File: src/common/pcie_defines.svh
`ifndef PCIE_DEFINES_SVH
`define PCIE_DEFINES_SVH

// on-chip prefetch buffer
`define PDU_DEPTH   512
`define PDU_AWIDTH  10

// host ring buffer and queues
`define RB_AWIDTH   16
`define QUEUE_WIDTH 8
`define PAGE_BYTES  4096

// flit geometry, 512-bit words
`define FLIT_BYTES  64
`define FLIT_DWORDS 16
`define MAX_BURST   8

`endif

File: src/common/dma_pkg.sv
`include "pcie_defines.svh"

package dma_pkg;

    typedef enum logic [1:0] {
        idle,
        start_burst,
        complete_burst,
        done
    } dma_state_t;

    typedef enum logic [1:0] {
        gen_idle,
        gen_head,
        gen_data
    } gen_state_t;

    // avalon burstcount, holds 1 to MAX_BURST
    typedef logic [$clog2(`MAX_BURST):0] burst_cnt_t;

endpackage

File: src/common/pdu_pkg.sv
`include "pcie_defines.svh"

package pdu_pkg;

    // header flit, fields packed at the low end of the word
    typedef struct packed {
        logic [`FLIT_BYTES*8-129:0] padding;
        logic [31:0]                queue_id;
        logic [31:0]                pdu_size;
        logic [31:0]                pdu_flit;
        logic [31:0]                pdu_id;
    } pdu_hdr_t;

    // one data word seen as header or as payload
    typedef union packed {
        pdu_hdr_t                  hdr;
        logic [`FLIT_BYTES*8-1:0]  raw;
    } flit_word_u;

    // buffer entry
    typedef struct packed {
        logic       sop;
        logic       eop;
        flit_word_u data;
    } flit_t;

endpackage

File: src/common/flit_buf_if.sv
`timescale 1ns/1ps
`include "pcie_defines.svh"

interface flit_buf_if;

    pdu_pkg::flit_t         wr_data;
    logic                   wr_en;
    pdu_pkg::flit_t         rd_data;
    logic                   rd_en;
    logic [`PDU_AWIDTH-1:0] occup;

    // generator side
    modport producer (output wr_data, wr_en, input occup);

    modport buffer (input wr_data, wr_en, rd_en, output rd_data, occup);

    // dma side, rd_data valid while occup is non-zero
    modport consumer (output rd_en, input rd_data, occup);

endinterface

File: src/source/pdu_generator.sv
`timescale 1ns/1ps
`include "pcie_defines.svh"

module pdu_generator (
    input  logic        clk,
    input  logic        rst,
    input  logic [31:0] target_nb_requests,
    input  logic [31:0] req_size,
    input  logic [30:0] rb_size,
    flit_buf_if.producer fbuf,
    output logic [31:0] transmit_cycles
);

    dma_pkg::gen_state_t gen_state;

    logic [31:0]        nb_requests;
    logic [31:0]        last_target_nb_requests;
    logic [31:0]        queue_id;
    logic [31:0]        flits_written;
    logic [31:0]        pdu_flit;
    logic               can_insert;
    logic               last_flit;
    logic               wrap_queue;
    pdu_pkg::pdu_hdr_t  hdr;
    logic [`FLIT_BYTES*8-1:0] payload;

    // keep two slots of slack for the registered write strobe
    assign can_insert = fbuf.occup < `PDU_AWIDTH'(`PDU_DEPTH - 2);

    assign pdu_flit  = (req_size + (`FLIT_DWORDS - 1)) / `FLIT_DWORDS;
    assign last_flit = (flits_written + 32'd1) >= pdu_flit;

    // next queue would overrun the host ring
    assign wrap_queue = (64'(queue_id + 32'd1) * 64'(`PAGE_BYTES) + 64'(req_size) * 64'd4)
                        > (64'(rb_size) * 64'(`FLIT_BYTES));

    always_comb begin
        hdr          = '0;
        hdr.pdu_id   = nb_requests;
        hdr.pdu_flit = pdu_flit;
        hdr.pdu_size = req_size * 32'd4;
        hdr.queue_id = queue_id;
    end

    assign payload = {nb_requests, 32'h0000_0000, {7{64'h0000babe0000face}}};

    always_ff @(posedge clk) begin
        fbuf.wr_en <= 1'b0;
        if (rst) begin
            gen_state               <= dma_pkg::gen_idle;
            nb_requests             <= '0;
            last_target_nb_requests <= '0;
            queue_id                <= '0;
            flits_written           <= '0;
            transmit_cycles         <= '0;
        end else begin
            last_target_nb_requests <= target_nb_requests;
            case (gen_state)
                dma_pkg::gen_idle: begin
                    if (nb_requests < target_nb_requests) begin
                        queue_id  <= '0;
                        gen_state <= dma_pkg::gen_head;
                    end
                end
                dma_pkg::gen_head: begin
                    if (can_insert) begin
                        fbuf.wr_en            <= 1'b1;
                        fbuf.wr_data.sop      <= 1'b1;
                        fbuf.wr_data.eop      <= 1'b0;
                        fbuf.wr_data.data.hdr <= hdr;
                        flits_written         <= '0;
                        gen_state             <= dma_pkg::gen_data;
                    end
                end
                dma_pkg::gen_data: begin
                    if (can_insert) begin
                        fbuf.wr_en            <= 1'b1;
                        fbuf.wr_data.sop      <= 1'b0;
                        fbuf.wr_data.eop      <= last_flit;
                        fbuf.wr_data.data.raw <= payload;
                        flits_written         <= flits_written + 32'd1;
                        if (last_flit) begin
                            nb_requests <= nb_requests + 32'd1;
                            if (nb_requests + 32'd1 == target_nb_requests) begin
                                gen_state <= dma_pkg::gen_idle;
                            end else begin
                                gen_state <= dma_pkg::gen_head;
                                queue_id  <= wrap_queue ? '0 : queue_id + 32'd1;
                            end
                        end
                    end
                end
                default: gen_state <= dma_pkg::gen_idle;
            endcase

            // run lasts until the buffer has drained
            if (gen_state != dma_pkg::gen_idle || fbuf.occup != '0) begin
                transmit_cycles <= transmit_cycles + 32'd1;
            end

            // new target starts a new run
            if (target_nb_requests != last_target_nb_requests) begin
                nb_requests     <= '0;
                transmit_cycles <= '0;
            end
        end
    end

endmodule

File: src/flat_wrapper.sv
// flat-port wrapper written by rule: the top's interface ports become plain ports
module pdu_generator_flat 
  (clk, rst, target_nb_requests, req_size, rb_size, transmit_cycles, fbuf_wr_data, fbuf_wr_en, fbuf_occup);
  flit_buf_if fbuf_i ();
  input  logic clk;
  input  logic rst;
  input  logic [31:0] target_nb_requests;
  input  logic [31:0] req_size;
  input  logic [30:0] rb_size;
  output logic [31:0] transmit_cycles;
  output wire logic [$bits(fbuf_i.wr_data)-1:0] fbuf_wr_data;
  output wire logic [$bits(fbuf_i.wr_en)-1:0] fbuf_wr_en;
  input wire logic [$bits(fbuf_i.occup)-1:0] fbuf_occup;
  assign fbuf_wr_data = fbuf_i.wr_data;
  assign fbuf_wr_en = fbuf_i.wr_en;
  assign fbuf_i.occup = fbuf_occup;
  pdu_generator u_core (.clk(clk), .rst(rst), .target_nb_requests(target_nb_requests), .req_size(req_size), .rb_size(rb_size), .fbuf(fbuf_i), .transmit_cycles(transmit_cycles));
endmodule
File: config.mk
export PLATFORM = sky130hd
export DESIGN_NAME = pdu_generator_flat
export DESIGN_NICKNAME = d
export VERILOG_FILES = /design/src/common/dma_pkg.sv /design/src/common/pdu_pkg.sv /design/src/common/flit_buf_if.sv /design/src/source/pdu_generator.sv /design/src/flat_wrapper.sv
export VERILOG_INCLUDE_DIRS = /design/src /design/src/common
export SDC_FILE = /design/constraint.sdc
export NUM_CORES = 1
export LEC_CHECK = 0
export ABC_AREA = 0
export BUFFER_PORTS_ARGS = -buffer_cell sky130_fd_sc_hd__buf_2
export CAP_MARGIN = 20
export CORE_AREA = 3 3 257 259
export DETAILED_ROUTE_END_ITERATION = 10
export DIE_AREA = 0 0 260 262
export PLACE_DENSITY = 0.57
export SYNTH_ARGS = -nofsm -noshare
export SYNTH_HDL_FRONTEND = slang
export SYNTH_SLANG_ARGS = --single-unit
export TNS_END_PERCENT = 100
File: constraint.sdc
create_clock -name clk -period 5.53 [get_ports clk]
set_input_delay 1.106 -clock clk [delete_from_list [all_inputs] [get_ports clk]]
set_output_delay 1.106 -clock clk [all_outputs]
set_load 0.05 [all_outputs]
==> results.json <==
{
  "outcome": "finished with violations",
  "violations": "setup timing",
  "r2r_end": "u_core.queue_id[18]",
  "reg2reg_depth": 25,
  "core_area_um2": 64100,
  "cts_buffers": 39,
  "grt_max_degree": 112,
  "wl_per_cell_um": 17.3,
  "tns_ns": -0.272,
  "rrSetupSlack_ns": -0.05,
  "holdBufCountCts": 0,
  "synth_top_family_by_area": "simple AND/OR/NAND/NOR gates",
  "via_count": 17215,
  "synthArstFlopShare_pct": 0,
  "powerDensity_nw_per_um2": 363,
  "hpwl_mm": 48.7,
  "via_per_inst": 4.69,
  "relSlewSlack_pct": 29.4,
  "synthSimpleGateAreaFrac_pct": 19.3,
  "grt_setup_unrepaired": "true",
  "antenna_found_initial": 2,
  "pre_cts_ws_ns": -0.365,
  "fin_ws_ns": -0.0457,
  "cts.sinks": 320,
  "max_slew.worst_pin.slew_ns": 1.06,
  "clock_latency_ns": 0.55,
  "ys_warn_count": 0,
  "gp_congestion": 0.883,
  "cp-start-kind": "flip-flop",
  "min_path_type": "reg2reg",
  "start_util_pct": 33.4,
  "h-tree-depth": 2,
  "layout-drive-gt1-share_pct": 28.5,
  "clock-skew-final_ns": 0.0216,
  "place_area_um2": 23800,
  "die_w_um": 260,
  "yosysSeqAreaShare_pct": 37.3,
  "cts.reportedPaths.clkPinSlew_ns": 0.06,
  "synth-seq-cells": 320,
  "maxSlewViolCount": 0,
  "synth_cell_type_count": 79,
  "grt_pass1_wl_mm": 91.7,
  "port_buffers": 406,
  "min_to": "u_core.transmit_cycles[31]",
  "crit_path_end_kind": "flip-flop",
  "period_needed_ns": 5.58,
  "fp.dieArea_um2": 68100,
  "cts_tree": "built",
  "netlist_area_um2": 21400,
  "drc": 0,
  "ir_worst_vdd_v": 0.000164,
  "reg2reg_from": "u_core.queue_id[9]",
  "synth_compound_area_share_pct": 9.82,
  "grt_overflow": 0,
  "avgSynthCellArea_um2": 9.15,
  "hold_depth": 2,
  "root_buffer": "clkbuf_16",
  "postRouteAntennaNets": 0,
  "rows": 93,
  "io_pins": 654,
  "layout.nets": 3015,
  "final_area_um2": 25700,
  "synthAdderAreaFrac_pct": 7.52,
  "hold-worst-slack_ns": 0.492,
  "fmax_mhz": 179,
  "synth_xor_area_share_pct": 9.33,
  "area_growth_pct": 20.1,
  "total_power_mw": 9.32,
  "drt_wl_total_mm": 63.6,
  "timing.max_cap.violations": 0,
  "hold_viol": 0,
  "setup_viol": 12,
  "worstPathArrival_ns": 6.07,
  "required_ns": 6.02,
  "path_class": "reg2reg",
  "grt_pass1_vias": 15476,
  "first_pass_iters": 7,
  "synth_edf_count": 157,
  "gr-usage-all-layers_pct": 17.4,
  "clk_path_buf_depth": 3,
  "drtIter0Drc": 1009,
  "synth_mux_area_share_pct": 0.690,
  "min_period_over_period_pct": 101,
  "dominantRegCellSynth": "dfxtp_1",
  "p_leak_nw": 11.5,
  "hp-start": "u_core.transmit_cycles[31]",
  "syn_inst": 2338,
  "die_h_um": 262,
  "critPathMaxFanout": 6
}
==> cells in the final DEF, fill, tap and decap left out, drive strengths merged, types with 22 or more instances in the layout <==
cell | netlist | final
a22oi | 23 | 23
nor2 | 217 | 217
and2 | 50 | 50
nor3 | 35 | 35
a21o | 24 | 24
and3 | 29 | 29
a22o | 22 | 22
nor2b | 61 | 61
inv | 93 | 93
conb | 1 | 247
edfxtp | 157 | 157
ha | 127 | 127
or3 | 23 | 23
nand3 | 64 | 64
nand2 | 134 | 134
or2 | 37 | 37
buf | 381 | 605
xor2 | 116 | 116
xnor2 | 112 | 112
nand4 | 67 | 67
o21ai | 60 | 60
clkbuf | 71 | 51
dfxtp | 163 | 163
a21oi | 78 | 78
nor4 | 28 | 28
==> cells by family (layout without fill, tap and decap cells) <==
logic type,count (synthesis),count (layout)
multiplexers,13,13
XOR/XNOR,228,228
flip-flops,320,320
buffers and inverters,545,771
AO/OA/AOI/OAI,313,313
other,1,251
adder cells (fa/ha/maj),128,128
AND/OR/NAND/NOR,790,790
==> worst max path at each step <==
| stage | from | end | slack [ns] |
|---|---|---|---|
| detailed placement | req_size[10] | u_core.queue_id[0] | -0.37 |
| CTS | u_core.queue_id[6] | u_core.queue_id[14] | 0.008 |
| global route | u_core.queue_id[1] | u_core.queue_id[18] | -0.38 |
| finish | u_core.queue_id[9] | u_core.queue_id[18] | -0.05 |
| global placement | req_size[10] | u_core.queue_id[0] | -0.27 |
| floorplan | u_core.queue_id[3] | u_core.queue_id[5] | 0.009 |
==> final cells by class <==
type                    count  area [um2]
repair buffers            607        3640
fillers                  6487       38400
multi-input cells        1719       11400
well taps                 855        1070
flip-flops and latches    320        7990
clock inverters            22         168
clock buffers              49        1110
diodes                      4        10.0
inverters                  93         349
==> synth_stat cells (8+ instances only) <==
cell / number / area share [%]
buf_4: 358 / 13
nor2_1: 217 / 3.8
dfxtp_1: 163 / 15
edfxtp_1: 157 / 22
nand2_1: 134 / 2.4
ha_1: 127 / 7.4
xor2_1: 116 / 4.7
xnor2_1: 112 / 4.6
inv_1: 93 / 1.6
a21oi_1: 78 / 1.8
clkbuf_1: 70 / 1.2
nand3_1: 63 / 1.5
nand4_1: 63 / 1.8
nor2b_1: 61 / 1.8
o21ai_0: 60 / 1.4
and2_1: 49 / 1.4
or2_2: 36 / 1.1
nor3_1: 35 / 0.82
and3_1: 29 / 0.85
a21o_1: 24 / 0.84
a22oi_1: 23 / 0.81
nor4_1: 23 / 0.67
or3_1: 23 / 0.67
a22o_1: 22 / 0.90
buf_2: 17 / 0.40
and4_1: 16 / 0.65
o31ai_1: 15 / 0.53
nand2b_1: 13 / 0.38
a211oi_1: 11 / 0.39
o211ai_1: 11 / 0.39
a31oi_1: 8 / 0.23
mux2i_1: 8 / 0.37
o21a_1: 8 / 0.28
==> critical path, stage by stage, from the launching register on <==
cell	delay (ns)
dfxtp_1	0.39
nand3_2	0.11
or4_4	0.63
nor3_4	0.26
and3_4	0.25
xor2_4	0.19
ha_4	0.23
buf_4	0.14
a31oi_1	0.15
o21ai_1	0.08
a21oi_1	0.16
o21ai_2	0.09
xnor2_1	0.13
ha_1	0.31
a21o_1	0.18
a211o_1	0.27
nand3b_1	0.21
a2111oi_4	0.38
o21ai_1	0.12
mux2i_1	0.15
buf_4	0.14
nand4_4	0.08
nor4_4	0.37
buf_4	0.21
clkbuf_16	0.15
a22o_1	0.13
==> power by group <==
group | internal (mW) | switching [mW] | leakage [nW]
clock network | 1.52 | 1.06 | 0.624
registers | 2.92 | 0.0956 | 2.80
logic | 0.682 | 3.05 | 8.11
==> through the flow <==
stage / util (%) / cells
5_1_grt: 40.1 / 3667
2_1_floorplan: - / 2584
4_1_cts: 39.4 / 3648
3_5_place_dp: 37.2 / 3572
6_report: 40.1 / 3669
3_3_place_gp: 37.2 / 3572
==> repair_timing <==
action | 4_1_cts | 5_1_grt
setup buffers | 3 | 17
gates cloned | 2 | 1
endpoints found under the setup margin | 27 | 27
resized for setup | 14 | 69
pin swaps | 5 | 57
==> layer usage <==
layer  global-route usage [%]  wire length [um]
met3                     2.42              4210
met2                     29.6             30400
met4                     5.56              1700
met1                     22.9             27300
met5                        0                 0
==> state kept, by name, indices dropped and copies added, names as in the netlist <==
name                            cells
u_core.transmit_cycles             32
u_core.last_target_nb_requests     32
u_core.fbuf.wr_data               157
u_core.gen_state                    2
u_core.queue_id                    32
u_core.flits_written               32
u_core.nb_requests                 32
u_core.fbuf.wr_en                   1
No activity file was read; power rests on OpenSTA's default activity.
