File: src/common/pcie_defines.svh
`ifndef PCIE_DEFINES_SVH
`define PCIE_DEFINES_SVH

// on-chip prefetch buffer
`define PDU_DEPTH   512
`define PDU_AWIDTH  10

// host ring buffer and queues
`define RB_AWIDTH   16
`define QUEUE_WIDTH 8
`define PAGE_BYTES  4096

// flit geometry, 512-bit words
`define FLIT_BYTES  64
`define FLIT_DWORDS 16
`define MAX_BURST   8

`endif

File: src/common/dma_pkg.sv
`include "pcie_defines.svh"

package dma_pkg;

    typedef enum logic [1:0] {
        idle,
        start_burst,
        complete_burst,
        done
    } dma_state_t;

    typedef enum logic [1:0] {
        gen_idle,
        gen_head,
        gen_data
    } gen_state_t;

    // avalon burstcount, holds 1 to MAX_BURST
    typedef logic [$clog2(`MAX_BURST):0] burst_cnt_t;

endpackage

File: src/common/pdu_pkg.sv
`include "pcie_defines.svh"

package pdu_pkg;

    // header flit, fields packed at the low end of the word
    typedef struct packed {
        logic [`FLIT_BYTES*8-129:0] padding;
        logic [31:0]                queue_id;
        logic [31:0]                pdu_size;
        logic [31:0]                pdu_flit;
        logic [31:0]                pdu_id;
    } pdu_hdr_t;

    // one data word seen as header or as payload
    typedef union packed {
        pdu_hdr_t                  hdr;
        logic [`FLIT_BYTES*8-1:0]  raw;
    } flit_word_u;

    // buffer entry
    typedef struct packed {
        logic       sop;
        logic       eop;
        flit_word_u data;
    } flit_t;

endpackage

File: src/common/flit_buf_if.sv
`timescale 1ns/1ps
`include "pcie_defines.svh"

interface flit_buf_if;

    pdu_pkg::flit_t         wr_data;
    logic                   wr_en;
    pdu_pkg::flit_t         rd_data;
    logic                   rd_en;
    logic [`PDU_AWIDTH-1:0] occup;

    // generator side
    modport producer (output wr_data, wr_en, input occup);

    modport buffer (input wr_data, wr_en, rd_en, output rd_data, occup);

    // dma side, rd_data valid while occup is non-zero
    modport consumer (output rd_en, input rd_data, occup);

endinterface

File: src/dma/dma_writer.sv
`timescale 1ns/1ps
`include "pcie_defines.svh"

module dma_writer (
    input  logic                    clk,
    input  logic                    rst,
    flit_buf_if.consumer            fbuf,
    input  logic [63:0]             kmem_addr,
    input  logic [`RB_AWIDTH-1:0]   tail,
    input  logic [30:0]             rb_size,
    input  logic                    queue_ready,
    input  logic                    write_pointer,
    input  logic                    pcie_bas_waitrequest,
    output logic [63:0]             pcie_bas_address,
    output logic [63:0]             pcie_bas_byteenable,
    output logic                    pcie_bas_write,
    output logic [511:0]            pcie_bas_writedata,
    output dma_pkg::burst_cnt_t     pcie_bas_burstcount,
    output logic [`RB_AWIDTH-1:0]   out_tail,
    output logic [`QUEUE_WIDTH-1:0] dma_queue,
    output logic                    dma_start,
    output logic                    dma_done,
    output logic [31:0]             dma_queue_full_cnt
);

    dma_pkg::dma_state_t state;

    pdu_pkg::pdu_hdr_t   hdr;
    dma_pkg::burst_cnt_t burst_len;
    dma_pkg::burst_cnt_t burst_left;
    logic [31:0]         nb_flits;
    logic [31:0]         missing_flits;
    logic [63:0]         page_offset;
    logic [63:0]         burst_addr;
    logic [31:0]         tail_sum;
    logic [`RB_AWIDTH-1:0] new_tail;
    logic                hold_queue_ready;
    logic                flit_avail;
    logic                pop;

    assign hdr        = fbuf.rd_data.data.hdr;
    assign flit_avail = fbuf.occup != '0;

    assign burst_len = (missing_flits > 32'(`MAX_BURST)) ?
                       dma_pkg::burst_cnt_t'(`MAX_BURST) :
                       dma_pkg::burst_cnt_t'(missing_flits);

    // payload starts one flit past the base, one page per queue
    assign burst_addr = kmem_addr + 64'(`FLIT_BYTES) + page_offset
                      + 64'(nb_flits - missing_flits) * 64'(`FLIT_BYTES);

    assign tail_sum = 32'(tail) + nb_flits;
    assign new_tail = (tail_sum >= 32'(rb_size)) ? `RB_AWIDTH'(tail_sum - 32'(rb_size))
                                                 : `RB_AWIDTH'(tail_sum);

    // rd_en is the same-cycle consume strobe
    always_comb begin
        case (state)
            dma_pkg::idle:           pop = flit_avail;
            dma_pkg::start_burst:    pop = flit_avail && !pcie_bas_waitrequest &&
                                           (queue_ready || hold_queue_ready);
            dma_pkg::complete_burst: pop = flit_avail && !pcie_bas_waitrequest;
            default:                 pop = 1'b0;
        endcase
    end

    assign fbuf.rd_en = pop;

    always_ff @(posedge clk) begin
        dma_start <= 1'b0;
        dma_done  <= 1'b0;
        if (rst) begin
            state              <= dma_pkg::idle;
            pcie_bas_write     <= 1'b0;
            out_tail           <= '0;
            dma_queue          <= '0;
            dma_queue_full_cnt <= '0;
            nb_flits           <= '0;
            missing_flits      <= '0;
            burst_left         <= '0;
            page_offset        <= '0;
            hold_queue_ready   <= 1'b0;
        end else begin
            // an accepted command retires unless replaced below
            if (!pcie_bas_waitrequest) begin
                pcie_bas_write <= 1'b0;
            end
            case (state)
                dma_pkg::idle: begin
                    if (pop) begin
                        nb_flits         <= hdr.pdu_flit;
                        missing_flits    <= hdr.pdu_flit;
                        dma_queue        <= hdr.queue_id[`QUEUE_WIDTH-1:0];
                        page_offset      <= 64'(hdr.queue_id) * 64'(`PAGE_BYTES);
                        hold_queue_ready <= 1'b0;
                        dma_start        <= 1'b1;
                        state            <= dma_pkg::start_burst;
                    end
                end
                dma_pkg::start_burst: begin
                    if (pop) begin
                        hold_queue_ready    <= 1'b1;
                        pcie_bas_address    <= burst_addr;
                        pcie_bas_byteenable <= '1;
                        pcie_bas_writedata  <= fbuf.rd_data.data.raw;
                        pcie_bas_burstcount <= burst_len;
                        pcie_bas_write      <= 1'b1;
                        missing_flits       <= missing_flits - 32'd1;
                        burst_left          <= burst_len - 1'b1;
                        if (missing_flits > 32'd1) begin
                            state <= dma_pkg::complete_burst;
                        end else begin
                            state <= dma_pkg::done;
                        end
                    end else if (pcie_bas_waitrequest ||
                                 !(queue_ready || hold_queue_ready)) begin
                        dma_queue_full_cnt <= dma_queue_full_cnt + 32'd1;
                    end
                end
                dma_pkg::complete_burst: begin
                    if (pop) begin
                        // later beats of a burst carry no address
                        pcie_bas_address    <= '0;
                        pcie_bas_byteenable <= '1;
                        pcie_bas_writedata  <= fbuf.rd_data.data.raw;
                        pcie_bas_burstcount <= '0;
                        pcie_bas_write      <= 1'b1;
                        missing_flits       <= missing_flits - 32'd1;
                        burst_left          <= burst_left - 1'b1;
                        if (burst_left == dma_pkg::burst_cnt_t'(1)) begin
                            if (missing_flits > 32'd1) begin
                                state <= dma_pkg::start_burst;
                            end else begin
                                state <= dma_pkg::done;
                            end
                        end
                    end else if (pcie_bas_waitrequest) begin
                        dma_queue_full_cnt <= dma_queue_full_cnt + 32'd1;
                    end
                end
                dma_pkg::done: begin
                    if (!pcie_bas_waitrequest) begin
                        if (write_pointer) begin
                            // completion pointer at the head of the queue page
                            pcie_bas_address    <= kmem_addr + page_offset;
                            pcie_bas_byteenable <= 64'h0000_0000_0000_000f;
                            pcie_bas_writedata  <= 512'(tail);
                            pcie_bas_burstcount <= dma_pkg::burst_cnt_t'(1);
                            pcie_bas_write      <= 1'b1;
                        end
                        out_tail <= new_tail;
                        dma_done <= 1'b1;
                        state    <= dma_pkg::idle;
                    end else begin
                        dma_queue_full_cnt <= dma_queue_full_cnt + 32'd1;
                    end
                end
                default: state <= dma_pkg::idle;
            endcase
        end
    end

endmodule

File: src/flat_wrapper.sv
// flat-port wrapper written by rule: the top's interface ports become plain ports
module dma_writer_flat 
  (clk, rst, kmem_addr, tail, rb_size, queue_ready, write_pointer, pcie_bas_waitrequest, pcie_bas_address, pcie_bas_byteenable, pcie_bas_write, pcie_bas_writedata, pcie_bas_burstcount, out_tail, dma_queue, dma_start, dma_done, dma_queue_full_cnt, fbuf_rd_en, fbuf_rd_data, fbuf_occup);
  flit_buf_if fbuf_i ();
  input  logic clk;
  input  logic rst;
  input  logic [63:0] kmem_addr;
  input  logic [`RB_AWIDTH-1:0] tail;
  input  logic [30:0] rb_size;
  input  logic queue_ready;
  input  logic write_pointer;
  input  logic pcie_bas_waitrequest;
  output logic [63:0] pcie_bas_address;
  output logic [63:0] pcie_bas_byteenable;
  output logic pcie_bas_write;
  output logic [511:0] pcie_bas_writedata;
  output dma_pkg::burst_cnt_t pcie_bas_burstcount;
  output logic [`RB_AWIDTH-1:0] out_tail;
  output logic [`QUEUE_WIDTH-1:0] dma_queue;
  output logic dma_start;
  output logic dma_done;
  output logic [31:0] dma_queue_full_cnt;
  output wire logic [$bits(fbuf_i.rd_en)-1:0] fbuf_rd_en;
  input wire logic [$bits(fbuf_i.rd_data)-1:0] fbuf_rd_data;
  input wire logic [$bits(fbuf_i.occup)-1:0] fbuf_occup;
  assign fbuf_rd_en = fbuf_i.rd_en;
  assign fbuf_i.rd_data = fbuf_rd_data;
  assign fbuf_i.occup = fbuf_occup;
  dma_writer u_core (.clk(clk), .rst(rst), .fbuf(fbuf_i), .kmem_addr(kmem_addr), .tail(tail), .rb_size(rb_size), .queue_ready(queue_ready), .write_pointer(write_pointer), .pcie_bas_waitrequest(pcie_bas_waitrequest), .pcie_bas_address(pcie_bas_address), .pcie_bas_byteenable(pcie_bas_byteenable), .pcie_bas_write(pcie_bas_write), .pcie_bas_writedata(pcie_bas_writedata), .pcie_bas_burstcount(pcie_bas_burstcount), .out_tail(out_tail), .dma_queue(dma_queue), .dma_start(dma_start), .dma_done(dma_done), .dma_queue_full_cnt(dma_queue_full_cnt));
endmodule
File: config.mk
export PLATFORM = sky130hd
export DESIGN_NAME = dma_writer_flat
export DESIGN_NICKNAME = d
export VERILOG_FILES = /design/src/common/dma_pkg.sv /design/src/common/pdu_pkg.sv /design/src/common/flit_buf_if.sv /design/src/dma/dma_writer.sv /design/src/flat_wrapper.sv
export VERILOG_INCLUDE_DIRS = /design/src /design/src/common
export SDC_FILE = /design/constraint.sdc
export NUM_CORES = 1
export LEC_CHECK = 0
export BUFFER_PORTS_ARGS = -buffer_cell sky130_fd_sc_hd__buf_4
export CAP_MARGIN = 20
export CORE_AREA = 2 2 520 522
export CTS_CLUSTER_SIZE = 8
export DETAILED_ROUTE_END_ITERATION = 6
export DIE_AREA = 0 0 522 524
export HOLD_SLACK_MARGIN = 0.1
export PLACE_DENSITY = 0.38
export SLEW_MARGIN = 20
export SYNTH_ARGS = -nofsm -noshare
export SYNTH_HDL_FRONTEND = slang
export SYNTH_SLANG_ARGS = --single-unit
File: constraint.sdc
create_clock -name clk -period 64.1 [get_ports clk]
set_input_delay 9.615 -clock clk [delete_from_list [all_inputs] [get_ports clk]]
set_output_delay 9.615 -clock clk [all_outputs]
set_load 0.05 [all_outputs]
==> results_tabular.tex <==
\begin{tabular}{lr}
\hline
Metric & Value \\
\hline
\multicolumn{2}{l}{\textbf{Logic synthesis}} \\
Post-Syn Area per Cell & roughly 11 um\^{}2 \\
Number of synthesized flops with an enable pin & between 500 and 600 \\
Share of synthesized flip-flops with an asynchronous set or reset & 0\% \\
Synth top area share & approximately 44\% \\
Number of register bits inferred by synthesis & $\sim$740 \\
Count of distinct cell types in the synthesized netlist & 99 \\
Share of the yosys chip area belonging to registers & around 52\% \\
Predominant post-synthesis flop cell & sky130\_fd\_sc\_hd\_\_edfxtp\_1 \\
Gate count of the mapped netlist & 3,592 \\
Warning count from the yosys run & 0 \\
Top cells by area in the synthesized netlist & sky130\_fd\_sc\_hd\_\_edfxtp\_1, sky130\_fd\_sc\_hd\_\_nor2b\_1, sky130\_fd\_sc\_hd\_\_dfxtp\_1, sky130\_fd\_sc\_hd\_\_ha\_1, sky130\_fd\_sc\_hd\_\_a21oi\_1 \\
Dominant cell type by area after synthesis & sky130\_fd\_sc\_hd\_\_edfxtp\_1 \\
Area of the mapped netlist & 39,200 um\^{}2 \\
\multicolumn{2}{l}{\textbf{Setup path}} \\
End of the worst register-to-register path & u\_core.pcie\_bas\_address[52]\$\_DFFE\_PP\_ \\
Most common cell type on the critical path & sky130\_fd\_sc\_hd\_\_buf\_4 \\
Worst Setup End Kind & output pin \\
Data required, critical path & 54.49 ns \\
Length in cells of the worst reg-to-reg path & 22 \\
Critical path type & in2out \\
Reg2reg setup slack & between 50 and 60 ns \\
Worst Path Arrival & $\sim$11 ns \\
Critical path, cell by cell & buf\_4 -> nor4\_4 -> a31oi\_2 -> o21ai\_4 -> inv\_6 -> buf\_4 \\
CP startpoint kind & input port \\
Delay of the slowest cell on the worst path & about 0.47 ns \\
Largest fanout of any net on the critical path & 7 \\
Critical-path cell with the highest stage delay & sky130\_fd\_sc\_hd\_\_nor4\_4 \\
Origin of the critical flop-to-flop path & u\_core.missing\_flits[1]\$\_SDFFE\_PP0P\_ \\
\multicolumn{2}{l}{\textbf{CTS}} \\
CTS tree & yes \\
Skew-Pair Late Insertion Delay & between 0.8 and 0.9 ns \\
Number of buffers added to fix hold violations after cts & 0 \\
Buffers inserted by post-CTS timing repair & 0 \\
Clock buffer depth & 4 \\
Clock slew seen by the registers of the worst setup and hold paths & around 0.06 ns \\
Number of clock sinks seen by CTS & roughly 740 \\
H-Tree Depth & 3 \\
Cts bufs inserted & $\sim$110 \\
Number of cells upsized or downsized after cts & 0 \\
Master cell of the clock root buffer & sky130\_fd\_sc\_hd\_\_clkbuf\_16 \\
\multicolumn{2}{l}{\textbf{Timing}} \\
Final period demand of the worst path & 20.57 ns \\
Measured slew at the worst slew-check pin & $\sim$1.2 ns \\
Relative max-transition margin & between 20\% and 30\% \\
Max-slew violations & 0 \\
Max Clk Rate & just under 50 MHz \\
Hold Fails Final Rpt & 0 \\
Setup\_tns & 0 ns \\
Clock skew after layout & about 0.13 ns \\
Worst-case hold slack & about 0.47 ns \\
Total setup violations reported at the end of the flow & 0 \\
Unrepaired setup endpoints after global routing & false \\
Final period util & approximately 32\% \\
\multicolumn{2}{l}{\textbf{Finish}} \\
Share of final-layout standard cells stronger than drive strength 1 & 32.4\% \\
Core Util, Final & between 20\% and 30\% \\
Nets@finish & 5,745 \\
Area growth from synthesis to final layout & 43.4\% \\
Final cell area excluding filler cells & between 50,000 and 60,000 um\^{}2 \\
Final cell count without fillers & 8,503 \\
\multicolumn{2}{l}{\textbf{Power and ir drop}} \\
Max VDD drop & roughly 0.031 mV \\
Total leakage power & between 0.02 and 0.025 uW \\
Power per cell area & about 72 nW/um\^{}2 \\
\multicolumn{2}{l}{\textbf{Detailed routing}} \\
1st-iter DRT viols & about 2,100 \\
Wire length per cell after detailed routing & 28.4 um \\
Average via count per standard cell & 3.91 \\
Count of nets left with antenna violations after detail routing & 0 \\
Via count & roughly 33,000 \\
Detailed-route DRC error count & 0 \\
First drt pass iteration count & 7 \\
Wire length reported by the detailed router & about 240,000 um \\
\multicolumn{2}{l}{\textbf{Floorplanning}} \\
Chip height & $\sim$520 um \\
Number of rows in the core area & 190 \\
Core area & 267,000 um\^{}2 \\
Number of ports placed on the die boundary & 1,344 \\
Die X & between 500 and 600 um \\
Starting utilization of the core area & around 15\% \\
Die Area & around 270,000 um\^{}2 \\
\multicolumn{2}{l}{\textbf{GRT}} \\
Largest net degree at the start of global routing & between 150 and 200 \\
First-pass GRT wire length & between 300,000 and 400,000 um \\
Number of antenna violations at the first check in global routing & around 120 \\
Vias in the first global route & $\sim$33,000 \\
Total track usage & between 15 and 20\% \\
Total grt overflow & 0 \\
\multicolumn{2}{l}{\textbf{Status}} \\
Status & finished clean \\
\multicolumn{2}{l}{\textbf{Placed design}} \\
Final RePlAce weighted congestion & 0.876 \\
I/O Buffers & 1,337 \\
HPWL Detailed & 201,000 um \\
Number of placed instances with taps included & 8,300 \\
Post-DP Area & between 50,000 and 60,000 um\^{}2 \\
\multicolumn{2}{l}{\textbf{Hold path}} \\
Start point of the worst hold path & u\_core.page\_offset[24]\$\_SDFFE\_PP0P\_ \\
Class of the tightest hold or removal check & reg2reg \\
Endpoint of the worst hold path & u\_core.page\_offset[24]\$\_SDFFE\_PP0P\_ \\
Number of instances on the worst hold path & 2 \\
\multicolumn{2}{l}{\textbf{Job}} \\
Max-Cap Viols & 0 \\
\hline
\end{tabular}
## per-stage QoR
step / total power, uW / worst slack (ns)
final: 4060 / 43.53
after detailed placement: 3530 / 43.41
after global routing: 4330 / 43.43
after global placement: 3530 / 43.43
after CTS: 4140 / 43.41
after floorplan: 2810 / 14.32
## worst max-delay path by stage
stage                  start                                        to  slack [ns]  cells after the start
4_1_cts        fbuf_occup[1]                                fbuf_rd_en       43.41                      6
2_1_floorplan    queue_ready  u_core.pcie_bas_byteenable[62]$_DFFE_PP_       14.32                      6
6_report       fbuf_occup[1]                                fbuf_rd_en       43.53                      6
5_1_grt        fbuf_occup[1]                                fbuf_rd_en       43.43                      6
3_3_place_gp   fbuf_occup[1]                                fbuf_rd_en       43.43                      6
3_5_place_dp   fbuf_occup[1]                                fbuf_rd_en       43.41                      6
## cells in the final DEF (no fill, tap or decap), types with 41 or more instances in the layout
cell type	count
sky130_fd_sc_hd__a211oi_1	41
sky130_fd_sc_hd__a21o_1	91
sky130_fd_sc_hd__a21oi_1	236
sky130_fd_sc_hd__buf_4	1362
sky130_fd_sc_hd__clkbuf_1	47
sky130_fd_sc_hd__clkbuf_16	116
sky130_fd_sc_hd__dfxtp_1	154
sky130_fd_sc_hd__edfxtp_1	581
sky130_fd_sc_hd__ha_1	202
sky130_fd_sc_hd__inv_1	218
sky130_fd_sc_hd__nand2_1	288
sky130_fd_sc_hd__nand3_1	58
sky130_fd_sc_hd__nor2_1	174
sky130_fd_sc_hd__nor2b_1	514
sky130_fd_sc_hd__o21ai_0	82
sky130_fd_sc_hd__o22ai_1	51
sky130_fd_sc_hd__xnor2_1	106
sky130_fd_sc_hd__xor2_1	89
## state kept, by name, indices dropped and copies added, names as in the netlist, 4 cells and up
name and flops:
u_core.burst_left 4, u_core.dma_queue 7, u_core.dma_queue_full_cnt 32, u_core.missing_flits 32, u_core.nb_flits 32, u_core.out_tail 16, u_core.page_offset 25, u_core.pcie_bas_address 64
u_core.pcie_bas_burstcount 4, u_core.pcie_bas_writedata 512
## cell usage after synthesis (18+ instances only)
library cell	count
sky130_fd_sc_hd__a211oi_1	42
sky130_fd_sc_hd__a21o_1	91
sky130_fd_sc_hd__a21oi_1	238
sky130_fd_sc_hd__and2_1	18
sky130_fd_sc_hd__and3_1	27
sky130_fd_sc_hd__buf_4	73
sky130_fd_sc_hd__clkbuf_1	128
sky130_fd_sc_hd__dfxtp_1	154
sky130_fd_sc_hd__edfxtp_1	581
sky130_fd_sc_hd__fa_1	37
sky130_fd_sc_hd__ha_1	204
sky130_fd_sc_hd__inv_1	219
sky130_fd_sc_hd__mux2_2	19
sky130_fd_sc_hd__nand2_1	290
sky130_fd_sc_hd__nand2b_1	18
sky130_fd_sc_hd__nand3_1	58
sky130_fd_sc_hd__nand4_1	38
sky130_fd_sc_hd__nor2_1	175
sky130_fd_sc_hd__nor2b_1	514
sky130_fd_sc_hd__nor3_1	25
sky130_fd_sc_hd__o21a_1	19
sky130_fd_sc_hd__o21ai_0	82
sky130_fd_sc_hd__o21bai_1	26
sky130_fd_sc_hd__o22ai_1	51
sky130_fd_sc_hd__xnor2_1	106
sky130_fd_sc_hd__xor2_1	89
## cells by family (layout without fill, tap and decap cells)
| family | count (synthesis) | in the layout | share of synthesized area [%] |
|---|---|---|---|
| other cells | 1 | 23 | 0.00956 |
| simple gates | 1230 | 1230 | 16.8 |
| flops | 735 | 735 | 52.3 |
| compound gates | 721 | 721 | 12.2 |
| fa+ha+maj | 241 | 241 | 8.39 |
| mux | 36 | 36 | 0.979 |
| xor+xnor | 195 | 195 | 4.35 |
| buf+inv | 433 | 1770 | 4.92 |
## per-layer routing
layer,track usage (%),vias up,part of all wire (%),wire [um]
met3,4.49,332,7.1,17200
li1,-,15200,-,-
met2,32.4,1273,54,131000
met5,0,-,0.12,289
met4,5.47,42,3.3,8070
met1,17.2,16400,35,84200
## where the power goes
group	leakage [uW]	internal, uW	total, uW	switching (uW)
clock	0.00159	335	582	247
combinational	0.0148	856	2630	1770
sequential	0.00661	774	848	74.4
total	0.0230	1960	4060	2090
## critical path, delay by kind of cell
kind,cells,cell delay [ns]
and+or+nand+nor,1,0.47
AOI/OAI and AO/OA,2,0.44
buffers and inverters,3,0.42
## area by class of cell
| class | count | area (um^2) |
|---|---|---|
| diodes | 19 | 47.5 |
| clock buffers | 166 | 3120 |
| clock inverters | 18 | 143 |
| fillers | 29400 | 211000 |
| inverters | 220 | 831 |
| multi-input cells | 2427 | 16900 |
| flip-flops and latches | 735 | 20500 |
| well taps | 3552 | 4440 |
| repair buffers | 1366 | 10300 |
(Power assumes the default switching activity.)
